$ cat config.mk
export PLATFORM = sky130hd
export DESIGN_NAME = vec_alu_top
export DESIGN_NICKNAME = d
export VERILOG_FILES = /design/src/vec_pkg.sv /design/src/vec_op_if.sv /design/src/vec_operand_stage.sv /design/src/vaddsub.sv /design/src/vsaddsub.sv /design/src/vec_result_stage.sv /design/src/vec_alu_top.sv
export SDC_FILE = /design/constraint.sdc
export NUM_CORES = 1
export LEC_CHECK = 0
export ABC_AREA = 1
export BUFFER_PORTS_ARGS = -buffer_cell sky130_fd_sc_hd__buf_2
export CORE_MARGIN = 4
export CORE_UTILIZATION = 59
export CTS_CLUSTER_SIZE = 12
export DETAILED_ROUTE_END_ITERATION = 16
export PLACE_DENSITY = 0.93
export SLEW_MARGIN = 10
export SYNTH_ARGS = -nofsm -noshare
export SYNTH_HDL_FRONTEND = slang
export SYNTH_SLANG_ARGS = --single-unit
$ cat constraint.sdc
create_clock -name clk_i -period 20.9 [get_ports clk_i]
set_clock_uncertainty 0.15 [all_clocks]
set_input_delay 1.045 -clock clk_i [delete_from_list [all_inputs] [get_ports clk_i]]
set_output_delay 1.045 -clock clk_i [all_outputs]
set_load 0.03 [all_outputs]
$ cat src/vec_pkg.sv
// Lane constants and types; the lane is fixed at 64 bits wide, so LANE_BYTES stays at 8
package vec_pkg;

    // Width of one operand or result word
    localparam int unsigned LANE_BYTES = 8;
    localparam int unsigned BYTE_IDX_W = $clog2(LANE_BYTES);

    // Issue to result in cycles, one per pipeline register
    localparam int unsigned PIPE_LATENCY = 2;

    typedef logic [63:0]             bus64_t;
    typedef logic [1:0]              sew_t;
    typedef logic [2:0]              vec_instr_t;
    typedef logic [BYTE_IDX_W-1:0]   byte_idx_t;

    // Element width codes
    localparam sew_t SEW_8  = 2'd0;
    localparam sew_t SEW_16 = 2'd1;
    localparam sew_t SEW_32 = 2'd2;
    localparam sew_t SEW_64 = 2'd3;

    // Operation codes, 6 and 7 are unused and give zero
    localparam vec_instr_t VADD   = 3'd0;
    localparam vec_instr_t VSUB   = 3'd1;
    localparam vec_instr_t VSADDU = 3'd2;
    localparam vec_instr_t VSADD  = 3'd3;
    localparam vec_instr_t VSSUBU = 3'd4;
    localparam vec_instr_t VSSUB  = 3'd5;

    // Low byte-index bits that address a byte inside one element.
    // A byte whose index has these bits clear starts a new element
    function automatic byte_idx_t sew_byte_mask(sew_t sew);
        byte_idx_t mask;
        case (sew)
            SEW_8:   mask = byte_idx_t'(0);
            SEW_16:  mask = byte_idx_t'(1);
            SEW_32:  mask = byte_idx_t'(3);
            default: mask = byte_idx_t'(7);
        endcase
        return mask;
    endfunction

endpackage

$ cat src/vec_op_if.sv
// One registered operation per cycle; no handshake, valid qualifies the other fields
`timescale 1ns/100ps

interface vec_op_if
    import vec_pkg::*;
();

    logic       valid;
    vec_instr_t instr;
    sew_t       sew;
    bus64_t     vs1;
    bus64_t     vs2;

    // Operand register drives everything
    modport producer (output valid, output instr, output sew, output vs1, output vs2);

    // Arithmetic blocks only look at the payload
    modport consumer (input instr, input sew, input vs1, input vs2);

    // Result stage needs the strobe and the code to pick a result
    modport select (input valid, input instr);

endinterface

$ cat src/vec_operand_stage.sv
// First pipeline register; payload holds its last value while valid_i is low
`timescale 1ns/100ps

module vec_operand_stage
    import vec_pkg::*;
(
    input  logic       clk_i,
    input  logic       rst_i,
    input  logic       valid_i,
    input  vec_instr_t instr_i,
    input  sew_t       sew_i,
    input  bus64_t     vs1_i,
    input  bus64_t     vs2_i,
    vec_op_if.producer op_o
);

    // Strobe follows the issue every cycle
    always_ff @(posedge clk_i) begin
        if (rst_i) begin
            op_o.valid <= 1'b0;
        end else begin
            op_o.valid <= valid_i;
        end
    end

    // Only load on an issue so idle cycles do not toggle the wide operand flops
    always_ff @(posedge clk_i) begin
        if (valid_i) begin
            op_o.instr <= instr_i;
            op_o.sew   <= sew_i;
            op_o.vs1   <= vs1_i;
            op_o.vs2   <= vs2_i;
        end
    end

endmodule

$ cat src/vaddsub.sv
// Wrapping packed add and subtract, combinational; any code other than VSUB adds
`timescale 1ns/100ps

module vaddsub
    import vec_pkg::*;
(
    vec_op_if.consumer op_i,
    output bus64_t     result_o
);

    logic                           is_sub;
    byte_idx_t                      mask;
    logic [LANE_BYTES-1:0][7:0]     data_a;
    logic [LANE_BYTES-1:0][7:0]     data_b;
    logic [LANE_BYTES-1:0][7:0]     sum;
    logic [LANE_BYTES-1:0]          carry_in;
    // chain[i] is the carry out of byte i-1, bit 0 is never selected
    logic [LANE_BYTES:0]            chain;

    assign is_sub = (op_i.instr == VSUB);
    assign mask   = sew_byte_mask(op_i.sew);

    always_comb begin
        chain[0] = 1'b0;
        for (int i = 0; i < LANE_BYTES; i++) begin
            data_a[i] = op_i.vs1[i*8 +: 8];
            // Subtract as vs1 + ~vs2 + 1 per element
            data_b[i] = is_sub ? ~op_i.vs2[i*8 +: 8] : op_i.vs2[i*8 +: 8];

            // The chain is cut where a new element begins
            if ((byte_idx_t'(i) & mask) == '0) begin
                carry_in[i] = is_sub;
            end else begin
                carry_in[i] = chain[i];
            end

            {chain[i+1], sum[i]} = {1'b0, data_a[i]} + {1'b0, data_b[i]}
                                 + {8'd0, carry_in[i]};
        end
    end

    // Carry out of each element top is simply dropped, which gives the wrap
    assign result_o = bus64_t'(sum);

endmodule

$ cat src/vsaddsub.sv
// Saturating packed add and subtract, combinational; codes other than the four saturating ones give zero
`timescale 1ns/100ps

module vsaddsub
    import vec_pkg::*;
(
    vec_op_if.consumer op_i,
    output bus64_t     result_o
);

    logic                           is_saddu;
    logic                           is_sadd;
    logic                           is_ssubu;
    logic                           is_ssub;
    logic                           is_sub;
    logic                           is_sat;
    byte_idx_t                      mask;

    logic [LANE_BYTES-1:0][7:0]     data_a;
    logic [LANE_BYTES-1:0][7:0]     data_b;
    logic [LANE_BYTES-1:0][7:0]     sum;
    logic [LANE_BYTES-1:0]          carry_in;
    logic [LANE_BYTES:0]            chain;

    // Overflow as if each byte were the top of its element
    logic [LANE_BYTES-1:0]          overflow;
    // Index of the top byte of the element each byte belongs to
    byte_idx_t [LANE_BYTES-1:0]     top_idx;
    logic [LANE_BYTES-1:0][7:0]     clamp;
    logic [LANE_BYTES-1:0][7:0]     sat_bytes;

    assign is_saddu = (op_i.instr == VSADDU);
    assign is_sadd  = (op_i.instr == VSADD);
    assign is_ssubu = (op_i.instr == VSSUBU);
    assign is_ssub  = (op_i.instr == VSSUB);
    assign is_sub   = is_ssubu | is_ssub;
    assign is_sat   = is_saddu | is_sadd | is_sub;

    assign mask = sew_byte_mask(op_i.sew);

    // Segmented byte adders, same cut rule as the wrapping block
    always_comb begin
        chain[0] = 1'b0;
        for (int i = 0; i < LANE_BYTES; i++) begin
            data_a[i] = op_i.vs1[i*8 +: 8];
            data_b[i] = is_sub ? ~op_i.vs2[i*8 +: 8] : op_i.vs2[i*8 +: 8];

            if ((byte_idx_t'(i) & mask) == '0) begin
                carry_in[i] = is_sub;
            end else begin
                carry_in[i] = chain[i];
            end

            {chain[i+1], sum[i]} = {1'b0, data_a[i]} + {1'b0, data_b[i]}
                                 + {8'd0, carry_in[i]};
        end
    end

    always_comb begin
        for (int i = 0; i < LANE_BYTES; i++) begin
            if (is_saddu) begin
                // Unsigned add saturates on carry out of the element
                overflow[i] = chain[i+1];
            end else if (is_ssubu) begin
                // No carry out of a + ~b + 1 means a borrow
                overflow[i] = ~chain[i+1];
            end else if (is_sadd || is_ssub) begin
                // With b already inverted for subtract, both signed cases reduce
                // to equal operand signs and a result sign that differs
                overflow[i] = (data_a[i][7] ~^ data_b[i][7]) & (data_a[i][7] ^ sum[i][7]);
            end else begin
                overflow[i] = 1'b0;
            end
        end
    end

    always_comb begin
        for (int i = 0; i < LANE_BYTES; i++) begin
            top_idx[i] = byte_idx_t'(i) | mask;

            if (is_saddu) begin
                clamp[i] = 8'hFF;
            end else if (is_ssubu) begin
                clamp[i] = 8'h00;
            end else if (top_idx[i] == byte_idx_t'(i)) begin
                // Signed overflow always goes toward the sign of vs1
                clamp[i] = data_a[top_idx[i]][7] ? 8'h80 : 8'h7F;
            end else begin
                clamp[i] = data_a[top_idx[i]][7] ? 8'h00 : 8'hFF;
            end

            // The whole element follows the decision taken at its top byte
            if (!is_sat) begin
                sat_bytes[i] = 8'h00;
            end else if (overflow[top_idx[i]]) begin
                sat_bytes[i] = clamp[i];
            end else begin
                sat_bytes[i] = sum[i];
            end
        end
    end

    assign result_o = bus64_t'(sat_bytes);

endmodule

$ cat src/vec_result_stage.sv
// Second pipeline register; result_o holds the last loaded value while valid_o is low
`timescale 1ns/100ps

module vec_result_stage
    import vec_pkg::*;
(
    input  logic     clk_i,
    input  logic     rst_i,
    vec_op_if.select op_i,
    input  bus64_t   wrap_i,
    input  bus64_t   sat_i,
    output bus64_t   result_o,
    output logic     valid_o
);

    bus64_t result_d;
    bus64_t result_q;
    logic   valid_q;

    always_comb begin
        case (op_i.instr)
            VADD, VSUB: begin
                result_d = wrap_i;
            end
            VSADDU, VSADD, VSSUBU, VSSUB: begin
                result_d = sat_i;
            end
            default: begin
                result_d = '0;
            end
        endcase
    end

    always_ff @(posedge clk_i) begin
        if (rst_i) begin
            valid_q <= 1'b0;
        end else begin
            valid_q <= op_i.valid;
        end
    end

    always_ff @(posedge clk_i) begin
        if (op_i.valid) begin
            result_q <= result_d;
        end
    end

    assign result_o = result_q;
    assign valid_o  = valid_q;

endmodule

$ cat src/vec_alu_top.sv
// One 64-bit vector integer lane; result comes PIPE_LATENCY (2) cycles after issue, no back-pressure
`timescale 1ns/100ps

module vec_alu_top
    import vec_pkg::*;
(
    input  logic       clk_i,
    input  logic       rst_i,
    input  logic       valid_i,
    input  vec_instr_t instr_i,
    input  sew_t       sew_i,
    input  bus64_t     vs1_i,
    input  bus64_t     vs2_i,
    output bus64_t     result_o,
    output logic       valid_o
);

    bus64_t wrap_result;
    bus64_t sat_result;

    // Registered operation shared by both arithmetic blocks and the result stage
    vec_op_if op_bus ();

    // Cycle 1 captures the issue
    vec_operand_stage u_operand_stage (
        .clk_i   (clk_i),
        .rst_i   (rst_i),
        .valid_i (valid_i),
        .instr_i (instr_i),
        .sew_i   (sew_i),
        .vs1_i   (vs1_i),
        .vs2_i   (vs2_i),
        .op_o    (op_bus.producer)
    );

    vaddsub u_vaddsub (
        .op_i     (op_bus.consumer),
        .result_o (wrap_result)
    );

    vsaddsub u_vsaddsub (
        .op_i     (op_bus.consumer),
        .result_o (sat_result)
    );

    // Cycle 2 picks and registers the result
    vec_result_stage u_result_stage (
        .clk_i    (clk_i),
        .rst_i    (rst_i),
        .op_i     (op_bus.select),
        .wrap_i   (wrap_result),
        .sat_i    (sat_result),
        .result_o (result_o),
        .valid_o  (valid_o)
    );

endmodule

==> run summary <==
Mean Syn Cell Area - 9.301 sq um
Initial core utilization - 60.19%
M1 WL - 14950 um
Total grt overflow - 0
RSZ-0062 raised after global routing - no
Share of cells above drive strength 1 - 16.51%
Final Hold Viols - 0
1st-pass router iterations - 7
H-tree depth - 4
Clock Tree Buf Depth - 2
Final setup margin - 4.770 ns
Ys flop type - edfxtp_1
Via-to-Cell Ratio - 5.748
CTS clk-pin slew, worst paths - 0.08 ns
Fmax - 0.06200 GHz
DIE HEIGHT - 163.2 um
Clk sinks - 199
Post CTS Setup Buffer Count - 0
Vias in the first global route - 11.78k
Initial antenna violation count - 0
Crit path kind - reg -> reg
Cell with the most instances after synthesis - nand2_1
Worst vdd ir - 0.00005328 V
Core area - 23610 sq um
Required @ worst endpoint - 20.94 ns
Critical path's most frequent cell - nand2_1
Combinational fraction of design power - 39.6%
Post-route minimum period - 16.13 ns
Distinct cell type count after synthesis - 46
Area Overhead vs Synth - 13.28%
Worst slew pin tran - 1.054 ns
Syn nets - 1813
Area leader, netlist - edfxtp_1
Netlist Area Pre-Place - 14210 sq um
Antenna viol nets, final - 0
Die width - 163.2 um
DR iter-0 viols - 1116
Ports - 201
Total wire length - 36220 um
Buf+Inv Stages, Crit Path - 11
Critical Path End Type - register
Synth area leaders - edfxtp_1 (42%), ha_1 (10%), nand2_1 (7.8%), xor2_1 (6.0%), nand3_1 (4.8%)
Reg2Reg Launch Point - u_operand_stage.op_o.instr[1]$_DFFE_PP_
TritonCTS clock tree - yes
Final GP Congestion - 0.8870
DRC viols - 0
Yosys top cell area share - 41.62%
Sw Ratio - 38.31%
Min Hold Slack - 0.5557 ns
P_leak - 7.461 nW
Post-synthesis sequential area ratio - 41.91%
CP peak stage delay - 0.47 ns
Number of CTS-inserted buffers - 17
Origin of the worst setup path - u_operand_stage.op_o.instr[1]$_DFFE_PP_
Internal power - 0.0008729 W
Place WS - 5.188 ns
Clock share of power - 23.6%
Flops & latches, synth - 199
Ant. Diodes - 0
Hold buffers post-CTS - 0
First-pass GRT wire length - 58160 um
Final setup viols - 0
# rows - 56
Die Area - 26640 sq um
Share of total power in sequential cells - 36.9%
Routed wl met2 - 17440 um
Worst-Skew Late Latency - 0.45 ns
Critical Path AT - 16.17 ns
Worst path slowest cell - edfxtp_1
Max_slew headroom - 29.74%
Pin count of the biggest net entering global routing - 83
Pwr Total - 0.001415 W
Worst hold-check path type - reg -> reg
Post-synth EDFFs - 197
Final nets - 2004
YS warnings - 0
CTS root buf - clkbuf_16
Family of cells with the greatest summed delay on the critical path - adder cells
Detail Placement HPWL - 26110 um
Top sig layer - met4
Max Slew Vio Count - 0
Psw - 0.0005420 W
Status - finished, final reports clean
CP Max Fanout - 8
Syn Inst Count - 1528
Setup tns final - 0 ns
CP Launch Type - register
WL met3 - 2474 um
PwrDens - 87.88 nW/um^2
Post-synth top cells - nand2_1 (296), edfxtp_1 (197), inv_1 (145)
Post-CTS Resized - 0
Total track usage - 27.45%
Via count - 11.79k
Hold_sp - u_operand_stage.op_o.vs1[0]$_DFFE_PP_
Asr flop ratio synth - 0%
Tcrit/Tclk final - 77.17%
Number of max-cap violations - 0
Avg WL per Cell - 17.66 um
PortBufs - 200
==> sequential cells by signal (all words and copies together) (netlist names) <==
name / flops
u_operand_stage.op_o.valid: 1
u_operand_stage.op_o.vs2: 64
u_result_stage.result_o: 64
u_result_stage.valid_o: 1
u_operand_stage.op_o.sew: 2
u_operand_stage.op_o.vs1: 64
u_operand_stage.op_o.instr: 3
==> cells in the final DEF (no fill, tap or decap), types with 11 or more instances in the layout <==
master / netlist / final
nand2_1: 296 / 296
buf_2: 18 / 199
edfxtp_1: 197 / 197
inv_1: 145 / 145
nand3_1: 137 / 137
ha_1: 119 / 119
a21oi_1: 103 / 103
xor2_1: 98 / 98
nor2_1: 89 / 88
xnor2_1: 75 / 75
o21ai_0: 70 / 70
fa_1: 30 / 30
nand4_1: 18 / 18
clkbuf_16: 0 / 17
nand2_2: 11 / 11
==> routing by layer <==
layer	track usage (%)	up-vias
met5	0	-
met1	35.89	5532
met3	3.684	108
met2	46.06	563
met4	11.97	0
li1	-	5586
==> stage by stage <==
stage | utilization, % | area, sq um | instances
after floorplan | - | 14210 | 1528
after global placement | 65.69 | 15510 | 2019
after detailed placement | 65.69 | 15510 | 2019
after CTS | 68.19 | 16100 | 2051
after global routing | 68.19 | 16100 | 2051
final | 68.19 | 16100 | 2051
==> path summary, 6_finish.rpt <==
check                                           to  slack (ns)  cells past startpoint
max          u_result_stage.result_o[62]$_DFFE_PP_        4.77                     98
min           u_result_stage.result_o[0]$_DFFE_PP_        0.56                      4
max reg2reg  u_result_stage.result_o[62]$_DFFE_PP_        4.77                     98
min reg2reg   u_result_stage.result_o[0]$_DFFE_PP_        0.56                      4
==> worst register-to-register path: cells and delay by family, from the launching register on <==
| kind | cells | cell delay [ns] |
|---|---|---|
| flops | 1 | 0.47 |
| simple gates | 38 | 3.19 |
| compound gates | 33 | 4.79 |
| fa+ha+maj | 15 | 6.24 |
| buf+inv | 11 | 0.88 |
| xor+xnor | 1 | 0.18 |
==> cell families after synthesis <==
family,share of synthesized area (%)
xor gates and xnor gates,10.66
AOI/OAI and AO/OA,8.830
and+or+nand+nor,18.63
DFF,41.91
adders and majority gates,14.70
buffers and inverters,5.273
==> power groups by stage <==
stage / Sequential, W / Combinational [W] / Clock [W]
floorplan: 0.000561 / 0.000376 / 0
detailed placement: 0.000530 / 0.000544 / 0
global placement: 0.000529 / 0.000523 / 0
CTS: 0.000522 / 0.000552 / 0.000340
finish: 0.000522 / 0.000560 / 0.000333
global route: 0.000526 / 0.000626 / 0.000355
==> cell type report <==
class                           instances  area (sq um)
Multi-Input combinational cell       1141          7515
Fill cell                            1797          7512
Sequential cell                       199          5957
Timing Repair Buffer                  209          1071
Inverter                              151         569.3
Clock buffer                           18         429.2
Tap cell                              319         399.1
Clock inverter                         14         160.2
Power figures use the tool's default switching activity.
